File: config.mk
export PLATFORM = sky130hd
export DESIGN_NAME = busMaster
export DESIGN_NICKNAME = d
export VERILOG_FILES = /design/src/source/busMasterPkg.sv /design/src/source/arbiterHandshake.sv /design/src/source/busMaster.sv /design/src/source/commandDecode.sv /design/src/source/controlFrameSender.sv /design/src/source/readDeserializer.sv
export VERILOG_INCLUDE_DIRS = /design/src /design/src/source
export SDC_FILE = /design/constraint.sdc
export NUM_CORES = 1
export LEC_CHECK = 0
export BUFFER_PORTS_ARGS = -buffer_cell sky130_fd_sc_hd__buf_4
export CAP_MARGIN = 10
export CORE_MARGIN = 2
export CORE_UTILIZATION = 50
export CTS_BUF_LIST = sky130_fd_sc_hd__clkbuf_16
export DETAILED_ROUTE_END_ITERATION = 10
export PLACE_DENSITY = 0.69
export SLEW_MARGIN = 0
export SYNTH_ARGS = -nofsm -noshare
export SYNTH_HDL_FRONTEND = slang
export SYNTH_SLANG_ARGS = --single-unit
export TNS_END_PERCENT = 30
File: constraint.sdc
create_clock -name clk -period 1.9 [get_ports clk]
set_clock_uncertainty 0.1 [all_clocks]
set_input_delay 0.095 -clock clk [delete_from_list [all_inputs] [get_ports clk]]
set_output_delay 0.095 -clock clk [all_outputs]
set_load 0.02 [all_outputs]
File: src/source/busMaster_defs.svh
`ifndef BUS_MASTER_DEFS_SVH
`define BUS_MASTER_DEFS_SVH

//////////////////////////////
// read side
//////////////////////////////
`define BM_DATA_WIDTH      8
`define BM_COUNT_WIDTH     4     // holds BM_DATA_WIDTH

//////////////////////////////
// arbiter side
//////////////////////////////
`define BM_REQ_LEN         5
`define BM_SYNC_ONES_REQ   2     // leading ones of the request
`define BM_ACK_LEN         3
`define BM_ACK_PATTERN     3'b101

//////////////////////////////
// slave side
//////////////////////////////
`define BM_FRAME_LEN       7
`define BM_SYNC_ONES_FRAME 3     // leading ones of the frame
`define BM_SLAVE_ID        3'b100
`define BM_READ_BIT        1'b1  // r/w bit of the frame, read only

`endif

File: src/source/busMasterPkg.sv
package busMasterPkg;

`include "busMaster_defs.svh"

    //////////////////////////////
    // data carried on the lines
    //////////////////////////////

    // one word read from the slave
    typedef logic [`BM_DATA_WIDTH-1:0] dataWordT;

    // sync ones then slave id
    typedef logic [`BM_REQ_LEN-1:0] reqWordT;

    // sync ones, slave id, r/w bit
    typedef logic [`BM_FRAME_LEN-1:0] frameWordT;

    typedef logic [`BM_COUNT_WIDTH-1:0] bitCountT;

    //////////////////////////////
    // arbiter handshake FSM
    //////////////////////////////
    typedef enum logic [2:0] {
        idle        = 3'd0,
        request     = 3'd1,   // request bits on arbSend
        waitGrant   = 3'd2,
        acknowledge = 3'd3,   // 1,0,1 on arbSend
        transfer    = 3'd4    // frame and read in progress
    } handshakeStateT;

endpackage

File: src/source/arbiterHandshake.sv
`timescale 1ns/1ps

`include "busMaster_defs.svh"

module arbiterHandshake import busMasterPkg::*; (
    input  logic      clk,
    input  logic      rstN,
    input  logic      cmdStrobe,
    input  reqWordT   reqWord,
    input  frameWordT frameWord,
    input  logic      arbCont,
    input  logic      doneCom,
    output logic      arbSend,
    output logic      busy,
    output logic      frameGo,
    output frameWordT frameOut
);

    localparam logic [`BM_ACK_LEN-1:0] ackPattern = `BM_ACK_PATTERN;

    handshakeStateT          state;
    reqWordT                 reqShift;     // remaining request bits
    logic [`BM_ACK_LEN-1:0]  ackShift;     // remaining ack bits
    bitCountT                bitCnt;
    logic [1:0]              arbHist;      // last two arbCont samples
    logic                    granted;

    assign busy    = (state != idle);
    assign granted = (arbHist == 2'b11);

    // grant line history
    always_ff @(posedge clk or negedge rstN) begin
        if (!rstN) begin
            arbHist <= 2'b00;
        end else begin
            arbHist <= {arbHist[0], arbCont};
        end
    end

    //////////////////////////////
    // handshake FSM
    //////////////////////////////
    always_ff @(posedge clk or negedge rstN) begin
        if (!rstN) begin
            state   <= idle;
            bitCnt  <= '0;
            arbSend <= 1'b0;
            frameGo <= 1'b0;
        end else begin
            frameGo <= 1'b0;
            case (state)
                idle: begin
                    arbSend <= 1'b0;
                    if (cmdStrobe) begin
                        // first request bit goes out right away
                        arbSend <= reqWord[`BM_REQ_LEN-1];
                        bitCnt  <= bitCountT'(1);
                        state   <= request;
                    end
                end

                request: begin
                    if (bitCnt < bitCountT'(`BM_REQ_LEN)) begin
                        arbSend <= reqShift[`BM_REQ_LEN-1];
                        bitCnt  <= bitCnt + 1'b1;
                    end else begin
                        arbSend <= 1'b0;
                        bitCnt  <= '0;
                        state   <= waitGrant;
                    end
                end

                waitGrant: begin
                    arbSend <= 1'b0;
                    if (granted) begin            // arbiter held the line two samples
                        arbSend <= ackPattern[`BM_ACK_LEN-1];
                        bitCnt  <= bitCountT'(1);
                        state   <= acknowledge;
                    end
                end

                acknowledge: begin
                    if (bitCnt < bitCountT'(`BM_ACK_LEN)) begin
                        arbSend <= ackShift[`BM_ACK_LEN-1];
                        bitCnt  <= bitCnt + 1'b1;
                    end else begin
                        arbSend <= 1'b0;
                        bitCnt  <= '0;
                        frameGo <= 1'b1;          // hand over to the frame sender
                        state   <= transfer;
                    end
                end

                transfer: begin
                    arbSend <= 1'b0;
                    if (doneCom) begin
                        state <= idle;
                    end
                end

                default: begin
                    arbSend <= 1'b0;
                    state   <= idle;
                end
            endcase
        end
    end

    //////////////////////////////
    // shift registers
    //////////////////////////////
    always_ff @(posedge clk) begin
        if (state == idle && cmdStrobe) begin
            reqShift <= reqWord << 1;
            frameOut <= frameWord;
        end else if (state == request) begin
            reqShift <= reqShift << 1;
        end

        if (state == waitGrant && granted) begin
            ackShift <= ackPattern << 1;   // MSB already on the line
        end else if (state == acknowledge) begin
            ackShift <= ackShift << 1;
        end
    end

endmodule

File: src/source/busMaster.sv
`timescale 1ns/1ps

module busMaster import busMasterPkg::*; (
    input  logic     clk,
    input  logic     rstN,
    input  logic     start,

    // arbiter
    input  logic     arbCont,
    output logic     arbSend,

    // slave
    input  logic     rD,
    input  logic     ready,
    output logic     control,

    // result
    output logic     doneCom,
    output dataWordT dataOut
);

    //////////////////////////////
    // internal wires
    //////////////////////////////
    logic      cmdStrobe;
    logic      busy;
    reqWordT   reqWord;
    frameWordT frameWord;
    logic      frameGo;
    frameWordT frameOut;
    logic      readGo;

    // decode, holds one pending start
    commandDecode decode0 (
        .clk       (clk),
        .rstN      (rstN),
        .start     (start),
        .busy      (busy),
        .cmdStrobe (cmdStrobe),
        .reqWord   (reqWord),
        .frameWord (frameWord)
    );

    // execute, arbiter side
    arbiterHandshake handshake0 (
        .clk       (clk),
        .rstN      (rstN),
        .cmdStrobe (cmdStrobe),
        .reqWord   (reqWord),
        .frameWord (frameWord),
        .arbCont   (arbCont),
        .doneCom   (doneCom),     // ends the transaction
        .arbSend   (arbSend),
        .busy      (busy),
        .frameGo   (frameGo),
        .frameOut  (frameOut)
    );

    // execute, slave control line
    controlFrameSender frameSender0 (
        .clk      (clk),
        .rstN     (rstN),
        .frameGo  (frameGo),
        .frameOut (frameOut),
        .control  (control),
        .readGo   (readGo)
    );

    // result
    readDeserializer reader0 (
        .clk     (clk),
        .rstN    (rstN),
        .readGo  (readGo),
        .rD      (rD),
        .ready   (ready),
        .dataOut (dataOut),
        .doneCom (doneCom)
    );

endmodule

File: src/source/commandDecode.sv
`timescale 1ns/1ps

`include "busMaster_defs.svh"

module commandDecode import busMasterPkg::*; (
    input  logic      clk,
    input  logic      rstN,
    input  logic      start,
    input  logic      busy,
    output logic      cmdStrobe,
    output reqWordT   reqWord,
    output frameWordT frameWord
);

    logic pending;   // one start waiting for the bus
    logic issue;

    // busy lags cmdStrobe by a cycle, so a strobe in flight blocks a second one
    assign issue = (start | pending) & ~busy & ~cmdStrobe;

    //////////////////////////////
    // command control
    //////////////////////////////
    always_ff @(posedge clk or negedge rstN) begin
        if (!rstN) begin
            pending   <= 1'b0;
            cmdStrobe <= 1'b0;
        end else begin
            cmdStrobe <= issue;
            if (issue) begin
                // a start in the same cycle as a pending issue stays queued
                pending <= pending & start;
            end else if (start) begin
                pending <= 1'b1;   // extra starts while pending are dropped
            end
        end
    end

    //////////////////////////////
    // request and frame words
    //////////////////////////////
    always_ff @(posedge clk) begin
        if (issue) begin
            reqWord   <= {{`BM_SYNC_ONES_REQ{1'b1}}, `BM_SLAVE_ID};
            frameWord <= {{`BM_SYNC_ONES_FRAME{1'b1}}, `BM_SLAVE_ID, `BM_READ_BIT};
        end
    end

endmodule

File: src/source/controlFrameSender.sv
`timescale 1ns/1ps

`include "busMaster_defs.svh"

module controlFrameSender import busMasterPkg::*; (
    input  logic      clk,
    input  logic      rstN,
    input  logic      frameGo,
    input  frameWordT frameOut,
    output logic      control,
    output logic      readGo
);

    logic      sending;
    frameWordT frameShift;
    bitCountT  bitCnt;   // frame bits already driven

    //////////////////////////////
    // serializer control
    //////////////////////////////
    always_ff @(posedge clk or negedge rstN) begin
        if (!rstN) begin
            sending <= 1'b0;
            bitCnt  <= '0;
            control <= 1'b0;
            readGo  <= 1'b0;
        end else begin
            readGo <= 1'b0;
            if (!sending) begin
                control <= 1'b0;
                if (frameGo) begin
                    control <= frameOut[`BM_FRAME_LEN-1];   // MSB first
                    bitCnt  <= bitCountT'(1);
                    sending <= 1'b1;
                end
            end else if (bitCnt < bitCountT'(`BM_FRAME_LEN)) begin
                control <= frameShift[`BM_FRAME_LEN-1];
                bitCnt  <= bitCnt + 1'b1;
            end else begin
                // frame done, line back low
                control <= 1'b0;
                bitCnt  <= '0;
                sending <= 1'b0;
                readGo  <= 1'b1;
            end
        end
    end

    // frame payload
    always_ff @(posedge clk) begin
        if (!sending && frameGo) begin
            frameShift <= frameOut << 1;
        end else if (sending) begin
            frameShift <= frameShift << 1;
        end
    end

endmodule

File: src/source/readDeserializer.sv
`timescale 1ns/1ps

`include "busMaster_defs.svh"

module readDeserializer import busMasterPkg::*; (
    input  logic     clk,
    input  logic     rstN,
    input  logic     readGo,
    input  logic     rD,
    input  logic     ready,
    output dataWordT dataOut,
    output logic     doneCom
);

    logic     armed;
    dataWordT shiftIn;   // bits collected so far
    bitCountT bitCnt;
    logic     takeBit;
    logic     lastBit;

    // read window opens with readGo, ready outside it is ignored
    assign takeBit = (readGo | armed) & ready;
    assign lastBit = takeBit & (bitCnt == bitCountT'(`BM_DATA_WIDTH - 1));

    //////////////////////////////
    // read control
    //////////////////////////////
    always_ff @(posedge clk or negedge rstN) begin
        if (!rstN) begin
            armed   <= 1'b0;
            bitCnt  <= '0;
            doneCom <= 1'b0;
            dataOut <= '0;
        end else begin
            doneCom <= lastBit;   // one cycle after the last bit
            if (lastBit) begin
                armed   <= 1'b0;
                bitCnt  <= '0;
                dataOut <= {shiftIn[`BM_DATA_WIDTH-2:0], rD};
            end else begin
                if (readGo) begin
                    armed <= 1'b1;
                end
                if (takeBit) begin
                    bitCnt <= bitCnt + 1'b1;
                end
            end
        end
    end

    //////////////////////////////
    // data path
    //////////////////////////////
    always_ff @(posedge clk) begin
        if (takeBit) begin
            shiftIn <= {shiftIn[`BM_DATA_WIDTH-2:0], rD};   // MSB arrives first
        end
    end

endmodule
# Yosys cells after proc, flatten, opt, wreduce, memory -nomap -nowiden
# Cells that the tools add are included.
# totals
regBits,51
latch_bits,0
ramBits,0
romBits,0
in_bits,6
output_inout_bits,11
mem_count,0
# op_classes
add_sub_neg,3
multipliers,0
n_div,0
magnitude_cmp,3
eq_ne,11
shift,0
n_mux,36
bitwise_logic,9
reduce_logical,15
# ops
operator,n
$mux 4,9
$mux 1,17
$pmux 4 s4,1
$mux 3,5
$pmux 3 s5,1
$add 4x1->4 const B,3
$reduce_bool 2->1,6
$lt 4x3->1 const B,2
$mux 7,1
$eq 3x2->1 const B,2
$ne 2x2->1 const B,3
$and 1x1->1,5
$mux 5,1
$reduce_and 5->1,1
$eq 4x3->1 const B,1
$lt 4x2->1 const B,1
$ne 2x1->1 const B,2
$pmux 1 s4,1
$reduce_bool 4->1,1
$eq 3x1->1 const B,1
$eq 3x3->1 const B,1
$logic_and 1x1->1,3
$logic_not 3->1,1
$reduce_and 3->1,1
other kinds (5),7

# Logic depth before layout (Yosys ltp)
# Gate-level depths: netlist of the first run.
# depth
word_depth,5
depth_mapped,6

# By module
# A second synthesis of the first run with hierarchy kept.
# unflattened
cells_unflattened,186
area_unflattened_um2,2580.0
# by_module_without_submodules
mod,n_inst,cells_each,area_each_um2
arbiterHandshake,1,77,1003.5
readDeserializer,1,48,818.3
controlFrameSender,1,40,585.6
commandDecode,1,21,172.7

# Least setup slack after synthesis of the first run
# No wires, ideal clock.
# synth_timing
path_type,reg-to-reg
startpoint,register handshake0.bitCnt[0]
endpoint,register handshake0.bitCnt[0]
t_arrival_ns,1.324
path_slack_ns,0.382
stages_incl_launch_ff,6
period_less_slack_ns,1.518
cell_sequence,dfrtp_1 ha_1 nor3_2 nand2_1 a21o_1 a221oi_2
# synth_between
elab_chain_len,3
elab_cells_between_ends,6
# synth_rtl
element,line,text
"start, declared",arbiterHandshake.sv:24,bitCountT bitCnt;
"start signal, assigned",arbiterHandshake.sv:57,bitCnt <= bitCountT'(1);
"start signal, assigned",arbiterHandshake.sv:65,bitCnt <= bitCnt + 1'b1;
"start signal, assigned",arbiterHandshake.sv:77,bitCnt <= bitCountT'(1);
"$add 4x1->4, or another cell as far along","arbiterHandshake.sv:65, arbiterHandshake.sv:85",
"$mux 4, on equally long branches","arbiterHandshake.sv:83, arbiterHandshake.sv:63",
$pmux 4 s4 *,arbiterHandshake.sv:51,case (state)
# Mark *: on every way between the ends. The rest lies on a longest branch, timed or not.
# A chain may end at the register's enable or synchronous reset.

# Final worst setup path of the first run
# Ends and elaborated chain as after synthesis.

==> results.md, run 1 <==
- Total CTS buffers: 5
- Yosys reg bits: 51
- Reg clk slew, reported paths: 60 ps
- Most used DFF post-synth: dfrtp_1
- Port buffer count: 16
- Synth Net Count: 166
- HPWL after DPL: 2235 microns
- Most frequent cells in the layout: dfrtp_1, buf_4, edfxtp_1
- Min Hold Slack: ~35 ps
- GRT Total Usage: 0.1647
- Filler cell count: ~300
- Post-synth cell types: 40
- CP Class: reg -> reg
- Reg2reg start: handshake0.bitCnt[0]$_DFFE_PN0P_
- Worst Setup SP: handshake0.bitCnt[0]$_DFFE_PN0P_
- Initial DRC count: between 50 and 60
- Largest net degree at the start of global routing: 35
- Post_cts resized: 0
- Most common cell after layout, fill and taps aside: dfrtp_1
- Post-synthesis simple-gate area fraction: 0.1485
- Outcome: complete, no violations
- Core area: slightly below 0.004 sq mm
- Delay of the slowest critical-path stage: 430 ps
- Tmin final: 1654 ps
- Clk_lat worst skew: 280 ps
- Full die area: roughly 0.0046 sq mm
- Number of max-cap violations: 0
- Initial antenna violation count: 0
- Worst endpoint required time: 1990 ps
- Crit path capture: handshake0.bitCnt[0]$_DFFE_PN0P_
- Routed WL: between 3000 and 4000 microns
- Chip width: just under 70 microns
- CTS Buffer Depth: 2
- Routed Antenna Nets: 0
- Vias: approximately 1200
- Post-Synth Adder-Cell Area: 0.02934
- Slowest-stage cell, CP: dfrtp_1
- Mapped Cells: 156
- Non-filler instance count after layout: 233
- Starting Density: 0.5154
- CP Buf/Inv Count: 0
- Layout cells sized above 1: 0.2350
- Root buf cell: clkbuf_16
- Final instance area: 0.002427 sq mm
- WP data arrival: roughly 1800 ps
- Synth Area in Compound Gates: 0.08068
- XOR/XNOR share of the synthesized area: 0.01284
- Placer Congestion: 0.8154
- Leakage power: roughly 0.0011 uW
- Slew HR: 0.6824
- Site Rows: 23
- Mapped Avg Cell Area: 13.12 sq um
- First-pass GRT wire length: 5609 microns
- Ys async rst share: 0.6667
- Setup Buffers After CTS: 0
- Worst VDD drop: between 0.7 and 0.8 mV
- Max FO, Critical Path: 5
- Largest family of logic cells by synthesized area: simple AND/OR/NAND/NOR gates
- Reg-to-Reg End: handshake0.bitCnt[0]$_DFFE_PN0P_
- R2r worst-path depth: 5
- Final setup viols: 0
- Area Overhead vs Synth: 18.58%
- Gr ovfl total: 0
- Multiplexer share of the synthesized area: 0.04401
- Remaining DRCs: 0
- Synthesis Warnings: 0
- Nets: 192
- WL/cell: 13.82 microns
- Highest Clock Rate: 604.6 MHz
- Pwr/cell area: 1747 mW/mm^2
- Hold Buf Count CTS: 4
- Synthesized cell area: between 0.002 and 0.0025 sq mm
- CTS tree: built
- Util after Layout: 0.6112
- Vias per cell: 5.305
- CTS H-Tree Depth: 2
- Sequential share of the synthesized area: 0.6553
- Placed Cells: 221
- FF-to-FF setup slack: 250 ps
- Crit. End Element: flop
- Unrepaired setup endpoints after global routing: false
- Ant diodes: 0
- Worst path top cell family by delay: flip-flops
- Vias in the first global route: 1294
- Crit path depth: 5
- Worst hold path class: in -> reg
- CP Cell Sequence: ha_1 > nor3_2 > nand2_1 > a21o_1 > a221oi_2
- Measured slew at the worst slew-check pin: 472.1 ps
- Setup TNS: 0 ps
- Drt pass-1 iters: 4
- Clock sink total: 51
- Final worst-path cycle share: 0.8706
- # IOs: 17
- Number of flops mapped to enable cells by yosys: 15
- Max Slew Vio Count: 0
- Die H: 67.99 microns
- Hold Vio Cnt, Final: 0
- DP Area: 0.002218 sq mm
- Worst setup SP type: flop
synthesized netlist by cell type (2+ instances only):
master,number,share of area
dfxtp_1,2,0.020
a22o_1,3,0.013
nor3_2,2,0.0098
nand3_1,7,0.017
nor2_1,12,0.022
edfxtp_1,15,0.22
xor2_1,2,0.0086
ha_1,4,0.024
mux2_2,8,0.044
dfrtp_1,34,0.42
nand2_1,14,0.026
buf_4,2,0.0073
nand2b_1,6,0.018
and3_1,2,0.0061
a32o_1,2,0.0098
nand4_1,2,0.0061
and2_1,2,0.0061
nor3_1,3,0.0073
a21o_1,3,0.011
o21ai_0,3,0.0073
inv_1,9,0.017
layout make-up:
type	count	area, sq um	area share
clock inverters	3	43.79	0.01804
multi-input cells	93	645.6	0.2660
repair buffers	22	175.2	0.07216
flip-flops and latches	51	1341	0.5526
clock buffers	5	125.1	0.05155
inverters	9	33.78	0.01392
well taps	50	62.56	0.02577
flip-flops by register name, indices dropped and copies added (netlist names), 2 cells and up:
name	flops
handshake0.ackShift	2
frameSender0.frameShift	6
handshake0.bitCnt	4
handshake0.arbHist	2
frameSender0.bitCnt	4
handshake0.state	3
reader0.bitCnt	4
reader0.shiftIn	7
reader0.dataOut	8
handshake0.reqShift	2
worst min-delay path by stage:
| stage | startpoint | to | slack [ps] | cells past startpoint |
|---|---|---|---|---|
| after floorplan | rstN | decode0.cmdStrobe$_DFF_PN0_ | -300 | 0 |
| after global placement | rstN | reader0.dataOut[5]$_DFFE_PN0P_ | -40 | 1 |
| after detailed placement | rstN | reader0.dataOut[6]$_DFFE_PN0P_ | -30 | 1 |
| after CTS | ready | reader0.bitCnt[1]$_DFFE_PN0P_ | 30 | 4 |
| after global routing | ready | reader0.bitCnt[1]$_DFFE_PN0P_ | 50 | 4 |
| final | ready | reader0.bitCnt[1]$_DFFE_PN0P_ | 40 | 4 |
layer usage:
layer  vias to the layer above  share of wire  GRT usage
met1                       616           0.44     0.1926
met3                         4          0.033    0.04934
met4                         0          0.011    0.06250
met2                        13           0.51     0.2840
li1                        603              -          -
met5                         -              0          0
power breakdown:
group	total [uW]	internal (uW)	switching (uW)
clock network	987	620	367
registers	1940	1630	315
logic	1310	619	695
total	4240	2860	1380
through the flow:
| step | power (uW) | worst slack [ps] |
|---|---|---|
| finish | 4240 | 245.9 |
| detailed placement | 3285 | 252.2 |
| global placement | 3187 | 326.3 |
| CTS | 4300 | 244.2 |
| floorplan | 2882 | 382.1 |
| global route | 4542 | 157.9 |
kinds of logic after synthesis:
| family | Yosys count |
|---|---|
| and+or+nand+nor | 56 |
| AOI/OAI and AO/OA | 21 |
| muxes | 8 |
| adders and majority gates | 5 |
| buffers and inverters | 12 |
| DFF | 51 |
| xor gates and xnor gates | 3 |
worst min-delay path, delay by kind of cell:
kind,cells,cell delay (ps)
and+or+nand+nor,2,130
AOI/OAI and AO/OA,1,80
buffers and inverters,1,80
(Power assumes the default switching activity.)
==> run 2: changes to the inputs <==
--- a/config.mk
+++ b/config.mk
@@ -6,13 +6,14 @@
 export SDC_FILE = /design/constraint.sdc
 export NUM_CORES = 1
 export LEC_CHECK = 0
-export BUFFER_PORTS_ARGS = -buffer_cell sky130_fd_sc_hd__buf_4
+export ABC_AREA = 1
+export BUFFER_PORTS_ARGS = -buffer_cell sky130_fd_sc_hd__buf_2
 export CAP_MARGIN = 10
 export CORE_MARGIN = 2
 export CORE_UTILIZATION = 50
 export CTS_BUF_LIST = sky130_fd_sc_hd__clkbuf_16
 export DETAILED_ROUTE_END_ITERATION = 10
-export PLACE_DENSITY = 0.69
+export PLACE_DENSITY = 0.68
 export SLEW_MARGIN = 0
 export SYNTH_ARGS = -nofsm -noshare
 export SYNTH_HDL_FRONTEND = slang
==> run 2 against run 1 <==
Area after synthesis rose by 2.1%. Cell area fell by 0.57%. Wire length fell by 0.37%. Critical endpoint is now reader0.dataOut[3]$_DFFE_PN0P_. Die area rose by 2.0%. Synthesized cell count rose by 33%. Power fell by 4.7%. Clock power fell by 11%. Core utilization fell by 0.78 points. Setup slack improved by 130 ps.
==> results.md, run 2 <==
- Reg-to-Reg End: reader0.dataOut[3]$_DFFE_PN0P_
- Vias: 1392 (+13%)
- FF-to-FF setup slack: 370 ps (+130 ps)
- Unrepaired setup endpoints after global routing: false
- Hold Crit Endpoint: reader0.shiftIn[4]$_DFFE_PP_
- Clock sink total: 51 (unchanged)
- Largest regs: reader0.dataOut x8, reader0.shiftIn x7, frameSender0.frameShift x6
- Final setup viols: 0 (unchanged)
- Largest net degree at the start of global routing: 35 (unchanged)
- Final worst-path cycle share: 0.8044 (-0.06616)
- R2r worst-path depth: 6 (+1)
- Most common cell in the synthesized netlist: nand2_1
- Number of max-cap violations: 0 (unchanged)
- Synthesized cell area: 0.002091 sq mm (+2.1%)
- Max FFs per register: 8 (unchanged)
- Mapped Cells: 208 (+33%)
- Initial antenna violation count: 0 (unchanged)
- Ant diodes: 0 (unchanged)
- Min Hold Slack: 167.6 ps (+132.5 ps)
- Area Overhead vs Synth: 15.44%
- Non-filler instance count after layout: 285 (+22%)
- Highest Clock Rate: 654.3 MHz (+8.2%)
- Post-Synth Adder-Cell Area: 0.02394 (-0.005402)
- Worst Min Path Start: ready
- Synth Area in Compound Gates: 0.03830 (-0.04238)
- CTS tree: built
- Placed Cells: 273 (+24%)
- Top cells by area, synth: dfrtp_1, edfxtp_1, nand2_1, inv_1, nor2_1
- Max FO, Critical Path: 15 (+10)
- Post-synth top area share: 0.4069 (-0.008706)
- Vias per cell: 4.884 (-7.9%)
- Ys async rst share: 0.6667 (unchanged)
- Remaining DRCs: 0 (unchanged)
- Vias in the first global route: 1311 (+1.3%)
- Gr ovfl total: 0 (unchanged)
- Filler cell count: 328 (+7.5%)
- HPWL after DPL: 2275 microns (+1.8%)
- GRT Total Usage: 0.1661 (+0.001472)
- XOR/XNOR share of the synthesized area: 0.01257 (-0.0002689)
- First-pass GRT wire length: 5602 microns (-0.12%)
- Worst setup SP type: flop
- Slew HR: 0.5100 (-0.1725)
- Full die area: 0.004715 sq mm (+2.0%)
- Worst endpoint required time: 2030 ps (+40 ps)
- Routed WL: 3208 microns (-0.37%)
- Max Slew Vio Count: 0 (unchanged)
- Die H: 68.67 microns (+1.0%)
- CP Class: reg -> reg
- Starting Density: 0.5227 (+0.007240)
- Worst hold path class: in -> reg
- WP data arrival: 1660 ps (-90 ps)
- Chip width: 68.67 microns (+1.0%)
- Setup Buffers After CTS: 0 (unchanged)
- Total CTS buffers: 5 (unchanged)
- Largest family of logic cells by synthesized area: simple AND/OR/NAND/NOR gates
- Layout cells sized above 1: 0.1702 (-0.06476)
- Yosys reg bits: 51 (unchanged)
- Synth Net Count: 218 (+31%)
- Sequential share of the synthesized area: 0.6415 (-0.01372)
- Util after Layout: 0.6034 (-0.007838)
- Site Rows: 23 (unchanged)
- Hold depth: 3 (-1)
- Leakage power: 0.001229 uW (+13%)
- Initial DRC count: 55 (-5.2%)
- Routed Antenna Nets: 0 (unchanged)
- Mapped Avg Cell Area: 10.05 sq um (-23%)
- Hold Vio Cnt, Final: 0 (unchanged)
- Measured slew at the worst slew-check pin: 735.0 ps (+262.9 ps)
- Post-synth cell types: 24 (-40%)
- Drt pass-1 iters: 4 (unchanged)
- Most used DFF post-synth: dfrtp_1
- Outcome: complete, no violations
- Clk_lat worst skew: 290 ps (about the same)
- Most common cell after layout, fill and taps aside: nand2_1
- Largest register by flop count: reader0.dataOut
- Placer Congestion: 0.6957 (-15%)
- Post-synthesis simple-gate area fraction: 0.2352 (+0.08666)
- Setup TNS: 0 ps (unchanged)
- Top post-synthesis cells by count: nand2_1, dfrtp_1, inv_1
- Worst VDD drop: 0.7536 mV (-5.0%)
- Core area: 0.004000 sq mm (+0.72%)
- Synthesis Warnings: 0 (unchanged)
- Root buf cell: clkbuf_16
- Port buffer count: 16 (unchanged)
- Multiplexer share of the synthesized area: 0 (-0.04401)
- # IOs: 17 (unchanged)
- Tmin final: 1528 ps (-125.7 ps)
- Most frequent cells in the layout: nand2_1, dfrtp_1, inv_1
- Nets: 244 (+27%)
- CTS H-Tree Depth: 2 (unchanged)
- Most area-hungry cell type in the Yosys netlist: dfrtp_1
- Reg2reg start: frameSender0.readGo$_DFF_PN0_
- Crit. End Element: flop
- WL/cell: 11.26 microns (-19%)
- Reg clk slew, reported paths: 70 ps (about the same)
- Pwr/cell area: 1673 mW/mm^2 (-4.2%)
- CTS Buffer Depth: 2 (unchanged)
- Number of flops mapped to enable cells by yosys: 15 (unchanged)
run 2: changes by cell type after synthesis, sizes merged, moves of 4 or more:
cell	previous run	this run
inv	9	25
nor3	5	1
nand3	7	14
o21ai	5	9
nand2	14	62
mux2	8	0
nand2b	6	0
nor2	13	26
run 2: metal layers:
metal,vias to the layer above,GRT usage,wire (microns)
met5,-,0,0
met4,0,0.07500,65
met3,6,0.05682,123
met2,18,0.2644,1466
met1,659,0.2043,1553
li1,709,-,-
run 2: repair_timing:
| action | in CTS | in global routing |
|---|---|---|
| hold buffers | 4 | 0 |
| gates resized for setup | 0 | 0 |
| hold endpoints to repair | 39 | 0 |
run 2: cell type report:
class                      count  area (sq um)  share of cell area
clock inverter                 3         22.52            0.009331
timing repair buffer          20         120.1             0.04977
tap                           50         62.56             0.02592
sequential                    51          1341              0.5557
clock buffer                   5         125.1             0.05184
inverter                      25         93.84             0.03888
multi-input combinational    131         648.1              0.2685
run 2: power by group:
part | leakage (uW) | switching (uW) | internal [uW]
combinational | 0.000565 | 853 | 475
clock | 0.0000742 | 389 | 492
sequential | 0.000590 | 232 | 1600
run 2: how the worst max path moves through the flow:
stage / slack, ps / to / startpoint / cells past startpoint
after floorplan: 580 / handshake0.state[1]$_DFFE_PN0P_ / handshake0.bitCnt[0]$_DFFE_PN0P_ / 7
after global placement: 440 / reader0.dataOut[7]$_DFFE_PN0P_ / frameSender0.readGo$_DFF_PN0_ / 6
after detailed placement: 370 / reader0.dataOut[3]$_DFFE_PN0P_ / frameSender0.readGo$_DFF_PN0_ / 6
after CTS: 360 / reader0.dataOut[7]$_DFFE_PN0P_ / frameSender0.readGo$_DFF_PN0_ / 6
after global routing: 200 / reader0.dataOut[0]$_DFFE_PN0P_ / frameSender0.readGo$_DFF_PN0_ / 6
final: 370 / reader0.dataOut[3]$_DFFE_PN0P_ / frameSender0.readGo$_DFF_PN0_ / 6
run 2: stage by stage:
stage	setup slack, ps	power [uW]	instance area, sq um
after global routing	203.6	4358	2414
after CTS	358.5	4091	2414
after detailed placement	365.1	3194	2226
final	371.7	4039	2414
after floorplan	584.0	2839	2091
after global placement	440.2	3156	2226
run 2: kinds of logic after synthesis:
logic type / count (synthesis)
and+or+nand+nor: 109
DFF: 51
buffers and inverters: 26
AOI/OAI and AO/OA: 15
adders and majority gates: 4
xor gates and xnor gates: 3
run 2: worst max-delay path, stage by stage, from the launching register on:
cell     delay (ps)
dfrtp_1         330
nor2_1           70
nor2_4          300
nand3_2         290
inv_2           240
nand2_1          80
nand2_1          60
==> run 3: changes to the inputs <==
==> constraint.sdc (replaced) <==
create_clock -name clk -period 1.5 [get_ports clk]
set_clock_uncertainty 0.1 [all_clocks]
set_input_delay 0.075 -clock clk [delete_from_list [all_inputs] [get_ports clk]]
set_output_delay 0.075 -clock clk [all_outputs]
set_load 0.02 [all_outputs]
==> run 3 against run 2 <==
Sequential power up 27%. Non-clock buffer count up 7. Sequential share of layout area down 1.2 points. Fmax up 8.0%. Setup slack worse by 290 ps. Wire length up 7.5%. Cell count up 2.5%. Combinational power up 38%. Flip-flop and latch count unchanged. Via count up 0.57%.
==> results.md, run 3 (synthesized netlist as in run 2, its figures left out) <==
- Outcome: complete, no violations
- Most common cell after layout, fill and taps aside: nand2_1
- Port buffer count: 16 (unchanged)
- Crit. End Element: flop
- Reg2reg start: handshake0.bitCnt[0]$_DFFE_PN0P_
- CTS Buffer Depth: 2 (unchanged)
- Nets: 251 (+2.9%)
- Max Slew Vio Count: 0 (unchanged)
- WP data arrival: 1490 ps (-170 ps)
- Setup TNS: 0 ps (unchanged)
- CTS tree: built
- Drt pass-1 iters: 4 (unchanged)
- Clk_lat worst skew: 280 ps (about the same)
- Tmin final: 1415 ps (-113.2 ps)
- Area Overhead vs Synth: 18.01%
- Worst setup SP type: flop
- Clock sink total: 51 (unchanged)
- Highest Clock Rate: 706.7 MHz (+8.0%)
- Vias in the first global route: 1314 (+0.23%)
- Starting Density: 0.5227 (unchanged)
- Root buf cell: clkbuf_16
- Pwr/cell area: 2105 mW/mm^2 (+26%)
- Reg clk slew, reported paths: 60 ps (about the same)
- First-pass GRT wire length: 5878 microns (+4.9%)
- Worst Setup SP: handshake0.bitCnt[0]$_DFFE_PN0P_
- Remaining DRCs: 0 (unchanged)
- Max FO, Critical Path: 5 (-10)
- Largest regs: reader0.dataOut x8, reader0.shiftIn x7, frameSender0.frameShift x6
- Total CTS buffers: 5 (unchanged)
- Core area: 0.004000 sq mm (unchanged)
- Vias per cell: 4.795 (-1.8%)
- Gr ovfl total: 0 (unchanged)
- Initial antenna violation count: 0 (unchanged)
- Die H: 68.67 microns (unchanged)
- HPWL after DPL: 2417 microns (+6.3%)
- CP Class: reg -> reg
- Full die area: 0.004715 sq mm (unchanged)
- Worst Min Path Start: ready
- Placer Congestion: 0.7470 (+7.4%)
- Hold Vio Cnt, Final: 0 (unchanged)
- GRT Total Usage: 0.1756 (+0.009421)
- Leakage power: 0.001266 uW (+3.1%)
- CTS H-Tree Depth: 2 (unchanged)
- Vias: 1400 (+0.57%)
- Initial DRC count: 100 (+82%)
- Most frequent cells in the layout: nand2_1, dfrtp_1, inv_1
- Ant diodes: 0 (unchanged)
- Worst endpoint required time: 1570 ps (-460 ps)
- # IOs: 17 (unchanged)
- Final worst-path cycle share: 0.9434 (+0.1390)
- Register Area: 0.001341 sq mm (unchanged)
- Util after Layout: 0.6168 (+0.01345)
- Final setup viols: 0 (unchanged)
- Area occupied by multi-input gates: 660.6 sq um (+1.9%)
- Largest register by flop count: reader0.dataOut
- Chip width: 68.67 microns (unchanged)
- Routed Antenna Nets: 0 (unchanged)
- Slew HR: 0.7095 (+0.1995)
- Measured slew at the worst slew-check pin: 435.8 ps (-299.2 ps)
- Layout cells sized above 1: 0.1942 (+0.02400)
- Routed WL: 3448 microns (+7.5%)
- Worst VDD drop: 1.486 mV (+97%)
- Largest net degree at the start of global routing: 35 (unchanged)
- Filler cell count: 336 (+2.4%)
- Worst hold path class: in -> reg
- Max FFs per register: 8 (unchanged)
- Number of max-cap violations: 0 (unchanged)
- Site Rows: 23 (unchanged)
- WL/cell: 11.81 microns (+4.9%)
==> run 3: path summary, 6_finish.rpt <==
check | cells after the start | slack, ps | to
max reg2reg | 7 | 80 | handshake0.state[1]$_DFFE_PN0P_
min in group asynchronous | 3 | 240 | reader0.doneCom$_DFF_PN0_
max | 7 | 80 | handshake0.state[1]$_DFFE_PN0P_
min reg2reg | 0 | 310 | handshake0.arbHist[1]$_DFF_PN0_
max in group asynchronous | 3 | 740 | reader0.dataOut[3]$_DFFE_PN0P_
min | 5 | 120 | reader0.bitCnt[3]$_DFFE_PN0P_
==> run 3: through the flow <==
step,total power [uW],hold slack [ps],cells,instance area (sq um),setup slack [ps]
6_report,5194,124.8,292,2467,84.89
5_1_grt,5615,185.3,292,2467,-12.24
4_1_cts,5226,131.8,291,2447,14.92
3_5_place_dp,4138,36.11,279,2271,28.50
3_3_place_gp,4103,32.37,279,2271,81.35
2_1_floorplan,3596,-320.6,208,2091,184.0
==> run 3: where the power goes <==
part,switching (uW),internal [uW],leakage (uW)
Clock,445,600,0.0000776
Sequential,294,2030,0.000590
Combinational,1140,691,0.000599
==> run 3: area by class of cell <==
class | count | area share
Inverter | 25 | 0.03803
Tap cell | 50 | 0.02535
Sequential cell | 51 | 0.5436
Clock buffer | 5 | 0.05071
Multi-Input combinational cell | 131 | 0.2677
Clock inverter | 3 | 0.004564
Timing Repair Buffer | 27 | 0.06998
==> run 3: worst max-delay path, stage by stage, from the launching register on <==
cell and delay [ps]:
dfrtp_1 430, ha_1 250, nor2_2 100, nand2_2 90, nor2_4 130, nor2_4 60, nand3_1 90, nand2_1 50
==> run 3: what timing repair did <==
action,CTS,global route
hold endpoints to repair,39,0
hold buffers,4,0
setup buffers,0,1
gates resized for setup,0,4
setup endpoints to repair,0,14
==> run 3: metal layers <==
metal  wire length, microns  global-route usage
met2                   1626              0.2813
met3                    122             0.05357
met4                     31             0.06750
met1                   1667              0.2239
met5                      0                   0
